$ cat src/verilog/icache_cfg.svh
// Build-time configuration of the instruction cache miss path
// Core and channel numbering, snoop back-off and line geometry
// Nothing here can be changed at run time
`ifndef ICACHE_CFG_SVH
`define ICACHE_CFG_SVH

// Core number placed in the upper field of every transaction id
`define ICACHE_CORENO	6'd1

// Bus channel of this cache, also used to ignore our own snoops
`define ICACHE_CID	6'd0

// Minimum number of back-off cycles after a burst or an abort
`define ICACHE_WAIT	6'd6

// Virtual address width in bits
`define ICACHE_ADR_W	32

// A line is 64 bytes, so the line address starts at bit 6
`define ICACHE_TAG_LO	6
// Top cache index bit, 256 sets of 64 bytes
`define ICACHE_IDX_HI	13

// One bus beat carries a quarter line of 128 bits
`define ICACHE_QTR_W	128

`endif

$ cat src/verilog/bus_pkg.sv
// Tagged split-transaction bus definitions
// Command and transfer-type encodings
// Transaction id layout, request and response bundles
`include "icache_cfg.svh"

package bus_pkg;

	// ==============================
	// Encodings
	// ==============================

	// Bus commands, only the instruction fetch is issued here
	typedef enum logic [4:0] {
		CMD_NONE = 5'd0,
		CMD_LOAD = 5'd2,
		CMD_STORE = 5'd3,
		CMD_ICACHE_LOAD = 5'd8
	} bus_cmd_t;

	// Cycle type identifier, a burst ends with EOB on its last beat
	typedef enum logic [2:0] {
		CLASSIC = 3'd0,
		FIXED = 3'd1,
		INCR = 3'd2,
		EOB = 3'd7
	} bus_cti_t;

	// ==============================
	// Bundles
	// ==============================

	// Transaction id, unique per core and channel
	typedef struct packed {
		logic [5:0] core;
		logic [5:0] channel;
		logic [3:0] tranid;
	} bus_tid_t;

	// Request from a master, cyc and stb are levels held until accepted
	typedef struct packed {
		bus_cmd_t cmd;
		bus_cti_t cti;
		bus_tid_t tid;
		logic [7:0] asid;
		logic cyc;
		logic stb;
		logic [15:0] sel;
		logic we;
		logic [`ICACHE_ADR_W-1:0] vadr;
	} bus_req_t;

	// Response, valid for exactly the cycles where ack is high
	typedef struct packed {
		logic ack;
		bus_tid_t tid;
		logic [`ICACHE_QTR_W-1:0] dat;
	} bus_resp_t;

endpackage

$ cat src/verilog/icache_pkg.sv
// Instruction cache types
// Address, address space, transaction counter and line data
// Request generator state encoding
`include "icache_cfg.svh"

package icache_pkg;

	// Virtual byte address
	typedef logic [`ICACHE_ADR_W-1:0] address_t;

	// Address space id sent along with each request
	typedef logic [7:0] asid_t;

	// Transaction counter, wraps modulo 16
	typedef logic [3:0] tranid_t;

	// One bus beat of line data
	typedef logic [`ICACHE_QTR_W-1:0] quarter_t;

	// A full line is four quarters, quarter 0 in the low bits
	typedef quarter_t [3:0] line_t;

	// Miss request generator states
	typedef enum logic [2:0] {
		REQ_RESET,
		REQ_IDLE,
		REQ_ISSUE,
		REQ_GAP,
		REQ_BACKOFF
	} req_state_t;

endpackage

$ cat src/verilog/lfsr17.sv
// 17-bit maximal-length Fibonacci LFSR
// Supplies pseudo-random bits for the miss back-off
`timescale 1ns/10ps

module lfsr17
(
	input logic clk,
	input logic rst,
	input logic ce,
	output logic [16:0] o
);

	logic fb;

	// Taps at bits 17 and 14 give the full 2^17-1 sequence
	assign fb = o[16] ^ o[13];

	always_ff @(posedge clk, posedge rst)
	begin
		// Any non-zero seed works, all zeros would lock up
		if (rst)
			o <= 17'h00001;
		else if (ce)
			o <= {o[15:0], fb};
	end

endmodule

$ cat src/verilog/icache_req_generator.sv
// Instruction cache miss request generator
// Turns a miss into a burst of four quarter-line reads
// Records the address of each request under its transaction id
// Holds on bus back-pressure, backs off randomly after each burst
// Aborts a burst when another channel snoops the same cache index
`timescale 1ns/10ps
`include "icache_cfg.svh"

module icache_req_generator
(
	input logic clk,
	input logic rst,
	input logic hit,
	input icache_pkg::address_t miss_adr,
	input icache_pkg::asid_t miss_asid,
	input logic full,
	input logic snoop_v,
	input icache_pkg::address_t snoop_adr,
	input logic [5:0] snoop_cid,
	input logic [16:0] lfsr_o,
	output bus_pkg::bus_req_t req,
	output icache_pkg::address_t [15:0] vtags,
	output icache_pkg::req_state_t state
);

	import bus_pkg::*;
	import icache_pkg::*;

	// Line-aligned address of the burst in progress
	address_t madr;
	// Aligned form of the incoming miss address
	address_t line_adr;
	// Address of the quarter about to be presented
	address_t qtr_adr;
	// Address written into the tag record
	address_t vt_adr;
	tranid_t tid_cnt;
	// Quarter being presented, 0 to 3
	logic [1:0] qcnt;
	logic [7:0] rst_cnt;
	logic [5:0] wait_cnt;
	logic accept;
	logic snoop_hit;
	logic vt_we;

	// ==============================
	// Request building
	// ==============================

	// Idle bus level, the command field stays valid
	function automatic bus_req_t idle_req();
		bus_req_t r;
		r = '0;
		r.cmd = CMD_ICACHE_LOAD;
		r.cti = CLASSIC;
		return r;
	endfunction

	// A single quarter read with cyc and stb raised
	function automatic bus_req_t quarter_req(address_t adr, bus_cti_t cti,
		asid_t asid, tranid_t tid);
		bus_req_t r;
		r = idle_req();
		r.cti = cti;
		r.tid.core = `ICACHE_CORENO;
		r.tid.channel = `ICACHE_CID;
		r.tid.tranid = tid;
		r.asid = asid;
		r.cyc = 1'b1;
		r.stb = 1'b1;
		r.sel = 16'hFFFF;
		r.vadr = adr;
		return r;
	endfunction

	assign line_adr = {miss_adr[`ICACHE_ADR_W-1:`ICACHE_TAG_LO], {`ICACHE_TAG_LO{1'b0}}};

	// Quarter offset is 16 bytes, two bits of quarter fill bits 5:4
	assign qtr_adr = {madr[`ICACHE_ADR_W-1:`ICACHE_TAG_LO], qcnt, 4'h0};

	// The bus takes a request on any cycle with cyc and stb up and full low
	assign accept = req.cyc & req.stb & ~full;

	// Only the cache index is compared for a snoop hit
	// A snoop only matters while a burst is actually running
	assign snoop_hit = snoop_v && (snoop_cid != `ICACHE_CID)
		&& (snoop_adr[`ICACHE_IDX_HI:`ICACHE_TAG_LO] == madr[`ICACHE_IDX_HI:`ICACHE_TAG_LO])
		&& (state == REQ_ISSUE || state == REQ_GAP);

	// ==============================
	// Tag record
	// ==============================

	// The record is written whenever a quarter is first put on the bus
	assign vt_we = (state == REQ_IDLE && !hit) || (state == REQ_GAP && !snoop_hit);
	assign vt_adr = (state == REQ_IDLE) ? line_adr : qtr_adr;

	always_ff @(posedge clk)
	begin
		if (vt_we)
			vtags[tid_cnt] <= vt_adr;
	end

	// ==============================
	// Burst state machine
	// ==============================

	always_ff @(posedge clk, posedge rst)
	begin
		if (rst)
		begin
			state <= REQ_RESET;
			req <= '0;
			madr <= '0;
			tid_cnt <= '0;
			qcnt <= '0;
			rst_cnt <= '0;
			wait_cnt <= '0;
		end
		else
		begin
			// Transaction ids advance once per accepted request
			if (accept)
				tid_cnt <= tid_cnt + 4'd1;
			case (state)
			// Channels leave reset staggered by their id
			REQ_RESET:
			begin
				req <= idle_req();
				if (rst_cnt == {`ICACHE_CID, 2'b00})
					state <= REQ_IDLE;
				rst_cnt <= rst_cnt + 8'd1;
			end
			// First quarter goes out the cycle after the miss is seen
			REQ_IDLE:
				if (!hit)
				begin
					madr <= line_adr;
					qcnt <= 2'd0;
					req <= quarter_req(line_adr, FIXED, miss_asid, tid_cnt);
					state <= REQ_ISSUE;
				end
				else
					req <= idle_req();
			// Request is held unchanged until full drops
			REQ_ISSUE:
				if (!full)
				begin
					if (qcnt == 2'd3)
					begin
						req <= idle_req();
						wait_cnt <= '0;
						state <= REQ_BACKOFF;
					end
					else
					begin
						// cyc drops for one cycle between quarters
						req.cyc <= 1'b0;
						qcnt <= qcnt + 2'd1;
						state <= REQ_GAP;
					end
				end
			// Next quarter, the last one is marked end of burst
			REQ_GAP:
			begin
				req <= quarter_req(qtr_adr, (qcnt == 2'd3) ? EOB : FIXED,
					req.asid, tid_cnt);
				state <= REQ_ISSUE;
			end
			// Count out the minimum wait, then leave on a random LFSR pattern
			REQ_BACKOFF:
			begin
				req <= idle_req();
				if (wait_cnt == `ICACHE_WAIT && lfsr_o[2:0] == 3'b111)
					state <= REQ_IDLE;
				else if (wait_cnt != `ICACHE_WAIT)
					wait_cnt <= wait_cnt + 6'd1;
			end
			default:
				state <= REQ_RESET;
			endcase
			// A matching foreign snoop overrides whatever the burst was doing
			if (snoop_hit)
			begin
				req <= idle_req();
				wait_cnt <= '0;
				state <= REQ_BACKOFF;
			end
		end
	end

endmodule

$ cat src/verilog/icache_fill_collector.sv
// Instruction cache fill collector
// Matches bus responses to recorded request addresses by tranid
// Assembles four quarters into a line buffer
// Emits a one-cycle fill strobe with the completed line
`timescale 1ns/10ps
`include "icache_cfg.svh"

module icache_fill_collector
(
	input logic clk,
	input logic rst,
	input bus_pkg::bus_resp_t resp,
	input icache_pkg::address_t [15:0] vtags,
	output logic fill_v,
	output icache_pkg::address_t fill_line_adr,
	output icache_pkg::line_t fill_line
);

	import icache_pkg::*;

	// Address that was requested under the response's tranid
	address_t r_adr;
	// Aligned line address of that request
	address_t r_line;
	// Line currently being gathered
	address_t buf_adr;
	quarter_t r_dat;
	logic [1:0] slot;
	// One bit per quarter that has arrived
	logic [3:0] mask;
	logic [3:0] mask_nxt;
	logic line_done;
	line_t line_buf;
	line_t line_nxt;

	// ==============================
	// Response decode
	// ==============================

	assign r_adr = vtags[resp.tid.tranid];
	assign r_dat = resp.dat;

	// Bits 5:4 of the byte address pick the quarter within the line
	assign slot = r_adr[5:4];
	assign r_line = {r_adr[`ICACHE_ADR_W-1:`ICACHE_TAG_LO], {`ICACHE_TAG_LO{1'b0}}};

	always_comb
	begin
		line_nxt = line_buf;
		line_nxt[slot] = r_dat;
		// A quarter of some other line starts the buffer over
		if (r_line != buf_adr)
			mask_nxt = 4'b0001 << slot;
		else
			mask_nxt = mask | (4'b0001 << slot);
	end

	// Responses may arrive in any order, the line is whole once all bits are set
	assign line_done = resp.ack && (mask_nxt == 4'hF);

	// ==============================
	// Arrival tracking
	// ==============================

	always_ff @(posedge clk, posedge rst)
	begin
		if (rst)
		begin
			buf_adr <= '0;
			mask <= '0;
			fill_v <= 1'b0;
		end
		else
		begin
			fill_v <= line_done;
			if (resp.ack)
			begin
				buf_adr <= r_line;
				if (line_done)
					mask <= '0;
				else
					mask <= mask_nxt;
			end
		end
	end

	// Line data and the completed line
	always_ff @(posedge clk)
	begin
		if (resp.ack)
			line_buf <= line_nxt;
		if (line_done)
		begin
			fill_line <= line_nxt;
			fill_line_adr <= r_line;
		end
	end

endmodule

$ cat src/verilog/icache_miss_top.sv
// Instruction cache miss path top level
// Back-off LFSR, miss request generator and fill collector
`timescale 1ns/10ps

module icache_miss_top
(
	input logic clk,
	input logic rst,
	input logic hit,
	input icache_pkg::address_t miss_adr,
	input icache_pkg::asid_t miss_asid,
	input logic snoop_v,
	input icache_pkg::address_t snoop_adr,
	input logic [5:0] snoop_cid,
	input logic full,
	output bus_pkg::bus_req_t req,
	input bus_pkg::bus_resp_t resp,
	output logic fill_v,
	output icache_pkg::address_t fill_line_adr,
	output icache_pkg::line_t fill_line
);

	import icache_pkg::*;

	// Random bits for the back-off exit
	logic [16:0] lfsr_o;
	// Request addresses indexed by transaction id
	address_t [15:0] vtags;
	// Generator state, the LFSR only runs once reset staggering is over
	req_state_t gen_state;

	lfsr17 i_lfsr
	(
		.clk(clk),
		.rst(rst),
		.ce(gen_state != REQ_RESET),
		.o(lfsr_o)
	);

	icache_req_generator i_gen
	(
		.clk(clk),
		.rst(rst),
		.hit(hit),
		.miss_adr(miss_adr),
		.miss_asid(miss_asid),
		.full(full),
		.snoop_v(snoop_v),
		.snoop_adr(snoop_adr),
		.snoop_cid(snoop_cid),
		.lfsr_o(lfsr_o),
		.req(req),
		.vtags(vtags),
		.state(gen_state)
	);

	icache_fill_collector i_fill
	(
		.clk(clk),
		.rst(rst),
		.resp(resp),
		.vtags(vtags),
		.fill_v(fill_v),
		.fill_line_adr(fill_line_adr),
		.fill_line(fill_line)
	);

endmodule

$ cat config.mk
export PLATFORM = sky130hd
export DESIGN_NAME = icache_miss_top
export DESIGN_NICKNAME = d
export VERILOG_FILES = /design/src/verilog/bus_pkg.sv /design/src/verilog/icache_pkg.sv /design/src/verilog/lfsr17.sv /design/src/verilog/icache_req_generator.sv /design/src/verilog/icache_fill_collector.sv /design/src/verilog/icache_miss_top.sv
export VERILOG_INCLUDE_DIRS = /design/src /design/src/verilog
export SDC_FILE = /design/constraint.sdc
export NUM_CORES = 1
export LEC_CHECK = 0
export ABC_AREA = 1
export BUFFER_PORTS_ARGS = -buffer_cell sky130_fd_sc_hd__buf_4
export CORE_MARGIN = 1.5
export CORE_UTILIZATION = 24
export DETAILED_ROUTE_END_ITERATION = 7
export PLACE_DENSITY = 0.39
export SLEW_MARGIN = 40
export SYNTH_ARGS = -nofsm -noshare
export SYNTH_HDL_FRONTEND = slang
export SYNTH_SLANG_ARGS = --single-unit
$ cat constraint.sdc
create_clock -name clk -period 55.3 [get_ports clk]
set_input_delay 11.06 -clock clk [delete_from_list [all_inputs] [get_ports clk]]
set_output_delay 11.06 -clock clk [all_outputs]
set_load 0.02 [all_outputs]
# [Word-level counts from Yosys, hierarchy flattened]
# Index checks and enable logic that the tools add are counted.
[totals] register_bits=1742 inputBits=228 out_inout_bits=628 elab_cells=148
[classes] n_addsub=4 order_cmp=5 eq_ne=22 shift=1 muxes=35 bitwise=6 n_reduce_logical=29
[op_table] op="bitwise mux 512 bit" n=2
[op_table] op="one-hot mux 83 bit (4 select lines)" n=1
[op_table] op="demux 128 bit (select 2 bit)" n=1
[op_table] op="two-way mux 83 bit" n=2
[op_table] op="binary-select mux 32 bit (select 4 bit)" n=1
[op_table] op="demux 32 bit (select 4 bit)" n=1
[op_table] op="two-way mux 128 bit" n=1
[op_table] op="two-way mux 32 bit" n=4
[op_table] op="two-way mux 76 bit" n=1
[op_table] op="two-way mux 50 bit" n=1
[op_table] op="two-way mux 6 bit" n=5
[op_table] op="inequality test 26 bit" n=1
[op_table] op="two-way mux 3 bit" n=7
[op_table] op="one-hot mux 3 bit (5 select lines)" n=1
[op_table] op="inequality test 3 x 2 -> 1 bit, second input constant" n=4
[op_table] op="one-hot mux 6 bit (2 select lines)" n=1
[op_table] op="AND reduction 4 bit" n=3
[op_table] op="< comparator 4 x 5 -> 1 bit, second input constant" n=2
[op_table] op="logical AND 1 bit" n=9
[op_table] op="inequality test 3 x 1 -> 1 bit, second input constant" n=3
[op_table] op="adder 8 x 1 -> 8 bit, second input constant" n=1
[op_table] op="== test 8 bit" n=1
[op_table] op="zero test 8 bit" n=1
[op_table] op="two-way mux 4 bit" n=2
[op_table] op="34 further kinds" n=46

# [Logic depth before layout (Yosys ltp)]
# Gate-level depths: netlist of the first run.
[depth] depth_word=8 depth_mapped=23 ltp_nobuf=21

# [Modules after synthesis]
# Synthesis of the first run repeated with hierarchy kept, for this count alone.
[hier_totals] hier_cells=4988 hier_area_um2=63794.9
[modules_own_cells] module="icache_fill_collector" n_inst=1 cells_per_inst=3678 area_each_um2=43616.8 seq_area_each_um2=32306.0
[modules_own_cells] module="icache_req_generator" n_inst=1 cells_per_inst=1234 area_each_um2=19461.2 seq_area_each_um2=15780.1
[modules_own_cells] module="lfsr17" n_inst=1 cells_per_inst=73 area_each_um2=705.7 seq_area_each_um2=426.7
[modules_own_cells] module="icache_miss_top" n_inst=1 cells_per_inst=3 area_each_um2=11.3 seq_area_each_um2=0.0

# [Worst setup path after synthesis of the first run]
# Ideal clock, no wire load.
[synth_path] path_kind="input to register" start="input resp[129] in the netlist's numbering" end="register i_fill.fill_v" setup_ps=2207 arrival_ps=32887 required_ps=53093 setup_slack_ps=20206 cell_stages=15 path_buffers=3 cell_sequence="buf_4 inv_2 buf_4 buf_2 o21ai_0 o211ai_1 nand3_1 nand3_1 nand2_1 nor2_1 nand2_1 nor2_2 nand3_1 a21oi_1 nor3b_2"
[synth_between] elab_chain_cells=7 word_cells_on_any_way=8 classes_between="eq/ne (2); shift (1); mux (3); bitwise (1); reduce/logical (1)"
[synth_lines] element="start, declared" line="icache_miss_top.sv:17" rtl="input bus_pkg::bus_resp_t resp,"
[synth_lines] element="binary-select mux 32 bit (select 4 bit) (*)" line="icache_fill_collector.sv:40" rtl="assign r_adr = vtags[resp.tid.tranid];"
[synth_lines] element="two-way mux 32 bit (implied by the code) (*)" line="icache_fill_collector.sv:40"
[synth_lines] element="branches (longest 2 deep; another with inequality test 26 bit)"
[synth_lines] element="two-way mux 4 bit (*)" line="icache_fill_collector.sv:52" rtl="if (r_line != buf_adr)"
[synth_lines] element="== test 4 bit (*)" line="icache_fill_collector.sv:59" rtl="assign line_done = resp.ack && (mask_nxt == 4'hF);"
[synth_lines] element="logical AND 1 bit (*)" line="icache_fill_collector.sv:59"
[synth_lines] element="net i_fill.line_done" line="icache_fill_collector.sv:32" rtl="logic line_done;"
[synth_lines] element="end signal, assigned" line="icache_fill_collector.sv:75" rtl="fill_v <= line_done;"
[synth_lines] element="end, declared" line="icache_fill_collector.sv:14" rtl="output logic fill_v,"
# Mark *: on every way through the listed nets, which the timed path passes. The select of a mux whose other input is x is not followed.
# A chain may end at the register's enable or synchronous reset.

# [Worst setup path after layout of the first run]
[layout_path] start="input resp[128] in the netlist's numbering" end="register i_fill.fill_line[470] in the netlist's numbering (enable)"
[layout_between] word_cells_on_any_way=8 classes_between="eq/ne (2); shift (1); mux (3); bitwise (1); reduce/logical (1)"
[layout_rtl] element="binary-select mux 32 bit (select 4 bit)" line="icache_fill_collector.sv:40"
[layout_rtl] element="two-way mux 32 bit (implied by the code)" line="icache_fill_collector.sv:40"
[layout_rtl] element="net i_fill.r_adr[15]" line="icache_fill_collector.sv:22" rtl="address_t r_adr;"
[layout_rtl] element="inequality test 26 bit" line="icache_fill_collector.sv:52"
[layout_rtl] element="two-way mux 4 bit" line="icache_fill_collector.sv:52"
[layout_rtl] element="== test 4 bit" line="icache_fill_collector.sv:59"
[layout_rtl] element="logical AND 1 bit" line="icache_fill_collector.sv:59"
[layout_rtl] element="net i_fill.line_done" line="icache_fill_collector.sv:32"
[layout_rtl] element="end signal, assigned" line="icache_fill_collector.sv:94" rtl="fill_line <= line_nxt;"
[layout_rtl] element="end, declared" line="icache_fill_collector.sv:16" rtl="output icache_pkg::line_t fill_line"
# The timed path passes the listed nets, and every way through them passes these cells. The select of a mux whose other input is x is not followed.

==> out/summary.md, run 1 <==
The clock transition at the registers of the reported paths came out at 0.06 ns. Traced cell by cell, the critical path runs through buf_6 -> inv_8 -> buf_16 -> buf_6 -> nand2_1 -> nand2_1 -> nand2_1 -> nand3_1 -> nand3_1 -> nand2_1 -> nand2_1 -> nand2_1 -> nand2_1 -> nor2_1 -> nand2_1 -> nor2_2 -> nand3_1 -> a21oi_1 -> nor3b_4 -> buf_4 -> buf_4. Setup violations remaining at the end of the flow were counted as 0. In this run the static leakage power is 0.0306 uW. The post-synthesis instance total came out at 4881.

Yosys attributes the largest share of cell area to edfxtp_1 72%, nand2_1 8.0%, dfrtp_1 5.6%. The filler cells instantiated in the layout total 26400. The synthesized netlist occupies a cell area of 62800 um2. TritonCTS built the clock tree. The number of gates resized after CTS was 0. Once detail routing completed, the nets flagged for antenna violations numbered 0.

The share of async-settable or async-resettable flops after synthesis works out to 0.0860. Derived from the worst setup path, the maximum achievable clock frequency is 0.0631 GHz. The Yosys step of the flow raised 0 warnings. The critical hold path startpoint was i_gen.rst_cnt[7]. The startpoint of the lowest-slack register-to-register path is i_gen.vtags[144]. The die covers 265000 um2. The worst setup path is of the input pin to flip-flop kind.

The number of synthesized flops with an enable pin came out at 1498. Summed over all layers, the global routing overflow is 0. In this run the mean area of a mapped cell was 12.9 um2. The time the final worst path needs with I/O delays and setup came out at 15.85 ns.

For the internal power, the log shows 2350 uW. The area growth from synthesis to layout is 25.8%. For the clock network power share, the log shows 0.378. In this run the deepest clock path goes through 3 buffers.

The ratio of final minimum period to clock period was 0.287. The critical path contains buffers and inverters numbering 6 combined. The tools report the final max-slew violation count as 0.

The net switching power is 896 uW, and the maximum number of pins on one net before global-route repair is 144. Summed over all failing endpoints, the final setup total negative slack is 0 ns. The core region is 260000 um2. The switching share of power is 0.276, and the global placer's final weighted congestion is 0.765.

The top-area cell type share of the netlist area works out to 0.716. For the share of total power in combinational logic, the log shows 0.139. The completed layout was analyzed and its total power is 3250 uW. In this run the horizontal extent of the chip is 515 um. For the first-pass GRT wire length, the log shows 285000 um. Among all flip-flop cells after synthesis, the most frequent one is edfxtp_1. The number of DRC violations after detailed routing is 0, and the overall die height is 515 um.

The H-tree was split into 4 levels. After detailed routing, the number of vias per cell comes to 4.20. The run gives 0.242 as the effective utilization at floorplan. The worst setup path is launched from an input pin.

Clock latency on the worst-skew pair, taken at its later pin, is 0.86 ns. For the clock sink count, the log shows 1639. The logs give 0 for the count of hold-fix buffers inserted at cts and 16 for the initial antenna violation count. Once the clock tree was built, the setup fixing pass inserted 0 buffers. The run gives 0 as the number of maximum-capacitance violations. Of all cell types, the one taking the most synthesized area is edfxtp_1. After the last flow step, the layout net total stands at 5923.

The cell sitting at the root of the clock tree is a clkbuf_16. The count of buffers inserted at the top-level ports works out to 787. The number of global-route vias before repair is 37300, and the actual slew at the worst max-slew pin is 0.851 ns.

For the worst setup path, the data arrival time is 16.27 ns. For the core utilization of the finished layout, the log shows 0.304. The run gives 0.0000315 V as the worst vdd rail ir drop. The largest clock skew in the final design came out at 0.122 ns. Setup repair after global routing left no endpoint under its margin. Counting instances in the post-synthesis netlist gives the leading cell types as 1498 x edfxtp_1, 1341 x nand2_1, 553 x o21ai_0. The cell type group with the largest total delay on the critical path is buffers and inverters.

The DRC violation total after the first TritonRoute iteration was 2995; the mean routed wirelength per cell was 21.7 um. The final number of hold-violating endpoints was 0. The run gives 0.773 as the post-synthesis sequential area ratio. The power density normalized to cell area is 41.1 nW/um2, and the flip-flop and latch count after synthesis is 1639. The largest single stage delay on the critical path is 0.67 ns. Counting the buffers created by CTS gives 188. The portion of total power attributed to sequential cells is 0.483, and the HPWL reported at the end of detailed placement is 130000 um. The floorplan has 187 rows.

For the worst setup path, the data required time is 55.72 ns. After detailed routing, the total wire length is 203000 um. The most critical setup path has its startpoint at resp[128]. The first TritonRoute pass finished after 5 iterations. Hold timing on the final database bottoms out at a slack of 0.466 ns. The fraction of layout instances using a drive strength above 1 was 0.201. The number of distinct standard cells referenced by the synthesized netlist was 38; the total number of vias was 39300. In this run the worst hold path is classified as flip-flop to flip-flop. The most common cell in the synthesized netlist was edfxtp_1.

856 I/O pins were placed. The worst slew margin relative to its limit is 0.433, and the critical-path maximum fanout is 80. Most common cell type on the critical path: nand2_1. The total routing usage reported by global routing came out at 0.149. The slowest stage of the critical path belongs to the cell buf_4. The type of element capturing the critical path is a flip-flop. The run finished with clean final reports.
[kinds of logic (layout without fill, tap and decap cells)]
group           count (synthesis)  count (layout)  synth area share
simple gates                 1820            1820             0.116
flops                        1639            1639             0.773
compound gates                754             754            0.0624
buf+inv                       645            1584            0.0458
xor+xnor                       13              13           0.00181
fa+ha+maj                       9               9           0.00179
other cells                     1              32         0.0000597
[layout by cell type, fill, tap and decap left out, types with 6 or more instances in the layout]
cell type,instances
nor4_1,6
nor2_1,152
nand2_1,1340
a21oi_1,8
conb_1,26
o21ai_1,144
xor2_1,9
nand4_1,11
o21ai_0,529
dfrtp_1,140
diode_2,6
clkbuf_16,188
clkinv_16,11
nor2_4,13
ha_1,9
clkinv_1,35
clkinv_2,32
buf_16,7
buf_12,9
clkbuf_1,61
bufinv_16,12
buf_4,840
o22ai_1,23
o221ai_1,8
o211ai_1,26
buf_6,16
inv_1,352
nand3_1,273
edfxtp_1,1498
o21ai_2,6
[per-layer routing]
layer  wire length, um  share of wire  vias up  global-route usage
met3             13700          0.067      236              0.0383
met4              4110          0.020        2              0.0346
met2             96100           0.47     1172               0.244
met5                 8       0.000039        -                   0
met1             88800           0.44    19300               0.195
li1                  -              -    18600                   -
[final timing paths]
check / to / slack (ns) / cells past startpoint
worst max-delay path: i_fill.fill_line[470] / 39.45 / 21
worst max register to register: i_fill.fill_line[470] / 50.75 / 17
worst min register to register: i_gen.rst_cnt[7] / 0.47 / 1
worst min-delay path: i_gen.rst_cnt[7] / 0.47 / 1
min in group asynchronous: i_gen.req[51] / 10.35 / 2
max in group asynchronous: i_fill.mask[3] / 43.76 / 3
[registers in the layout, summed over array words and instances, names as in the netlist, 17 cells and up]
name,flops
i_fill.fill_line,512
i_gen.vtags,448
i_fill.line_buf,512
i_fill.fill_line_adr,26
i_fill.buf_adr,26
i_gen.req,44
i_lfsr.o,17
i_gen.madr,26
[layout make-up]
cell class,count,area [um2],share of cell area
flip-flops and latches,1639,48500,0.614
clock inverters,96,1090,0.0139
multi-input cells,2622,11700,0.149
repair buffers,873,6870,0.0870
diodes,6,15.0,0.000190
inverters,362,1390,0.0175
well taps,3496,4370,0.0554
clock buffers,253,4990,0.0632
[through the flow]
| stage | area (um2) | std cells | setup slack (ns) |
|---|---|---|---|
| 4_1_cts | 78900 | 9337 | 39.39 |
| 6_report | 79000 | 9347 | 39.45 |
| 5_1_grt | 79000 | 9342 | 39.12 |
| 3_3_place_gp | 72500 | 8981 | 37.54 |
| 3_5_place_dp | 72800 | 8988 | 38.43 |
| 2_1_floorplan | 62900 | 4906 | 20.21 |
[power by group through the flow]
stage | combinational, uW | sequential (uW) | clock [uW]
after global routing | 505 | 1580 | 1310
after floorplan | 239 | 1610 | 0
after CTS | 460 | 1570 | 1270
after global placement | 446 | 1590 | 0
final | 451 | 1570 | 1230
after detailed placement | 459 | 1600 | 0
[worst reg2reg max path: stages, from the launching register on]
cell,delay [ns]
edfxtp_1,0.32
nand2_1,0.05
nand2_1,0.07
nand2_1,0.05
nand3_1,0.12
nand3_1,0.13
nand2_1,0.29
nand2_1,0.09
nand2_1,0.07
nand2_1,0.09
nor2_1,0.42
nand2_1,0.22
nor2_2,0.23
nand3_1,0.14
a21oi_1,0.20
nor3b_4,0.31
buf_4,0.54
buf_4,0.72
Note: power is estimated with default switching activity, not from simulation.
==> run 2: changes to the inputs <==
--- a/config.mk
+++ b/config.mk
@@ -11,7 +11,7 @@
 export CORE_MARGIN = 1.5
 export CORE_UTILIZATION = 24
 export DETAILED_ROUTE_END_ITERATION = 7
-export PLACE_DENSITY = 0.39
+export PLACE_DENSITY = 0.4
 export SLEW_MARGIN = 40
 export SYNTH_ARGS = -nofsm -noshare
 export SYNTH_HDL_FRONTEND = slang
==> constraint.sdc (replaced) <==
create_clock -name clk -period 13.4 [get_ports clk]
set_input_delay 2.68 -clock clk [delete_from_list [all_inputs] [get_ports clk]]
set_output_delay 2.68 -clock clk [all_outputs]
set_load 0.02 [all_outputs]
==> run 2 against run 1 <==
Compared with the run above:
- critical path depth unchanged
- count of clock-buffer cells in the layout decreased by 1
- sequential share of layout area rose by 0.069 points
- worst hold slack worse by 0.033 ns
- non-clock buffer count unchanged
- worst setup slack worse by 33 ns
- cell count about the same
- total power increased to 4.1 times the previous value
- design area down 0.11%
- first-iteration DRC count decreased by 3.0%
==> out/summary.md, run 2 (synthesized netlist as in run 1, its figures left out) <==
For the number of DRC violations after detailed routing, the log shows 0. The path with the worst hold slack has its endpoint at i_lfsr.o[15]. The fraction of layout instances using a drive strength above 1 was 0.202. The flow ran to the end, and the final reports show no timing, DRC or antenna violations.

On the worst path, the slowest cell contributes a delay of 0.67 ns. The clock passes through at most 3 buffers. For the worst flop-to-flop path, the logic depth is 18. The worst reg-to-reg setup slack is 9.16 ns, and the total cell area at the placement stage is 72800 um2. From synthesis to final layout, the design area changed by 25.6%. Once the clock tree was built, the setup fixing pass inserted 0 buffers. Counting the buffers created by CTS gives 190.

Count of buffering cells on the critical path with inverters included: 5. The total negative setup slack was 0 ns. For this design the top-level I/O count stands at 856. The width of the chip came out at 515 um. For the global-route track usage on met3, the log shows 0.0367.

Derived from the worst setup path, the maximum achievable clock frequency is 0.140 GHz. After clock tree synthesis, the clock-pin slew on the worst setup and hold paths is 0.06 ns. The wire-length estimate of the detail-placed layout is 126000 um.

The post-layout instance area came out at 78900 um2. The initial antenna violation count came out at 16. In this design, the largest share of critical-path delay is due to buffers and inverters.

At the worst endpoint, the arrival time is 7.58 ns. The most critical setup path has its startpoint at resp[128]. At the end of routability-driven placement, the weighted congestion stood at 0.761. The worst hold path belongs to the class flip-flop to flip-flop. The tools report the maximum level of the CTS H-tree as 4. The total routing usage reported by global routing was 0.147. The number of search-and-repair iterations in the first detailed-routing pass is 5. The ratio of final minimum period to clock period works out to 0.534. The run gives 0 as the overflow left after global routing.

By startpoint and endpoint, the worst setup path is classified as input pin to flip-flop. The worst setup path is captured at a flip-flop. The met2 usage came out at 0.238. The count of buffers inserted at the top-level ports is 787. The tree is rooted in a clkbuf_16.

On the final layout, the worst clock skew is 0.0815 ns. Setup repair after global routing left no endpoint under its margin. STA puts the critical path data required time at 13.83 ns.

The final max-slew violation count came out at 0. Walking the worst path, the cells encountered are buf_6 -> buf_12 -> buf_16 -> nand2_1 -> nand2_1 -> nand2_1 -> nand3_1 -> nand3_1 -> nand2_1 -> nand2_1 -> nand2_1 -> nand2_1 -> nor2_1 -> nand2_1 -> nor2_2 -> nand3_1 -> nand2_1 -> nand2_2 -> nor3b_4 -> buf_12 -> buf_4. The run gives 0.194 as the global routing usage on met1.

The worst setup path is launched from an input pin. The worst slew margin relative to its limit is 0.424, and the time the final worst path needs with I/O delays and setup is 7.15 ns. Power spread over the standard cell area amounts to 169 nW/um2. The number of global-route vias before repair came out at 37500. In this run the remaining antenna-violating nets after routing total 0. The actual slew at the worst max-slew pin works out to 0.863 ns.

The DRC violation total after the first TritonRoute iteration was 2904. Hold repair after CTS inserted 0 buffers. The tools report the maximum number of pins on one net before global-route repair as 171. The largest registers in the layout are i_fill.fill_line: 512 flops, i_fill.line_buf: 512 flops, i_gen.vtags: 448 flops.

The clock reaches the later pin of the worst-skew pair after 0.85 ns. The die is 515 um tall. Wires add up to 200000 um. The worst hold path was traced through 2 stages. The average via count per standard cell works out to 4.19. The region available for standard cell placement spans 260000 um2. In this run the most critical hold path is launched from i_lfsr.o[14]. The net count of the finished layout is 5925. The die covers 265000 um2. The tools report the effective utilization at floorplan as 0.242. Row generation in the floorplan step produced 187 rows.

The first global-routing pass estimated 282000 um of wire. The library cell used most frequently in the layout, excluding fill and tap cells, is edfxtp_1. In this run the critical register-to-register path is launched from i_gen.vtags[48]. The final number of hold-violating endpoints was 0.

IR analysis of the VDD net gives a maximum drop of 0.000130 V. The clock sink count came out at 1639. In this run the critical register-to-register path is captured at i_fill.fill_line[89]. The tools report the total number of vias as 39100.

The slowest stage of the critical path is the buf_4 cell. The most numerous cell type found on the critical path is nand2_1. The mean routed wirelength per cell was 21.4 um; the leakage power figure was 0.0306 uW. The tool flagged a number of max-cap violations equal to 0. Setup violations remaining at the end of the flow were counted as 0. The most crowded layer after global routing is met2. The post-cts resize count is 0, and the critical-path maximum fanout is 100. The final-layout fill cell count is 26300.

The library cells used most frequently in the layout, excluding fill and tap cells, are 1498 x edfxtp_1, 1339 x nand2_1, 850 x buf_4, 534 x o21ai_0, 352 x inv_1. TritonCTS built the clock tree.
run 2: worst reg2reg max path, cell delays in order, from the launching register on:
cell and delay, ns:
edfxtp_1 0.32, nand2_1 0.05, nand2_1 0.10, nand2_1 0.05, nand3_1 0.13, nand3_1 0.17, nand2_1 0.19, nand2_1 0.06
nand2_1 0.06, nand2_1 0.09, nor2_1 0.24, nand2_1 0.21, nor2_2 0.31, nand3_1 0.11, nand2_1 0.12, nand2_2 0.09
nor3b_4 0.35, buf_12 0.35, buf_4 0.77
run 2: power by group:
group          switching (uW)  internal, uW
logic                    1350           489
registers                 135          6350
clock network            2160          2890
total                    3650          9720
run 2: layout make-up:
class / count / area [um2] / share of cell area
timing repair buffer: 873 / 6830 / 0.0866
multi-input combinational: 2622 / 11700 / 0.149
clock buffer: 252 / 5120 / 0.0649
inverter: 362 / 1390 / 0.0176
tap: 3496 / 4370 / 0.0554
clock inverter: 92 / 930 / 0.0118
antenna: 5 / 12.5 / 0.000159
sequential: 1639 / 48500 / 0.615
run 2: how the worst max path moves through the flow:
stage | endpoint | slack (ns) | depth (start not counted)
final | i_fill.fill_line[89] | 6.25 | 21
after global routing | i_fill.fill_line[345] | 5.77 | 21
after CTS | i_fill.fill_line[82] | 6.14 | 21
after detailed placement | i_fill.fill_line[353] | 5.22 | 21
after global placement | i_fill.fill_line[220] | 4.86 | 21
after floorplan | i_fill.fill_v | -5.17 | 18
run 2: through the flow:
stage	hold WS, ns	utilization	total power [uW]	std cells	setup WS (ns)
global placement	0.455	0.279	8390	8984	4.86
CTS	0.444	0.303	13600	9334	6.14
finish	0.433	0.303	13400	9341	6.25
detailed placement	0.458	0.280	8450	8990	5.22
global route	0.473	0.303	14000	9340	5.77
floorplan	0.442	-	7620	4906	-5.17
run 2: metal layers:
layer | wire (um) | vias up
li1 | - | 18600
met1 | 88000 | 19200
met2 | 94100 | 1133
met3 | 13200 | 250
met4 | 4370 | 8
met5 | 47 | -
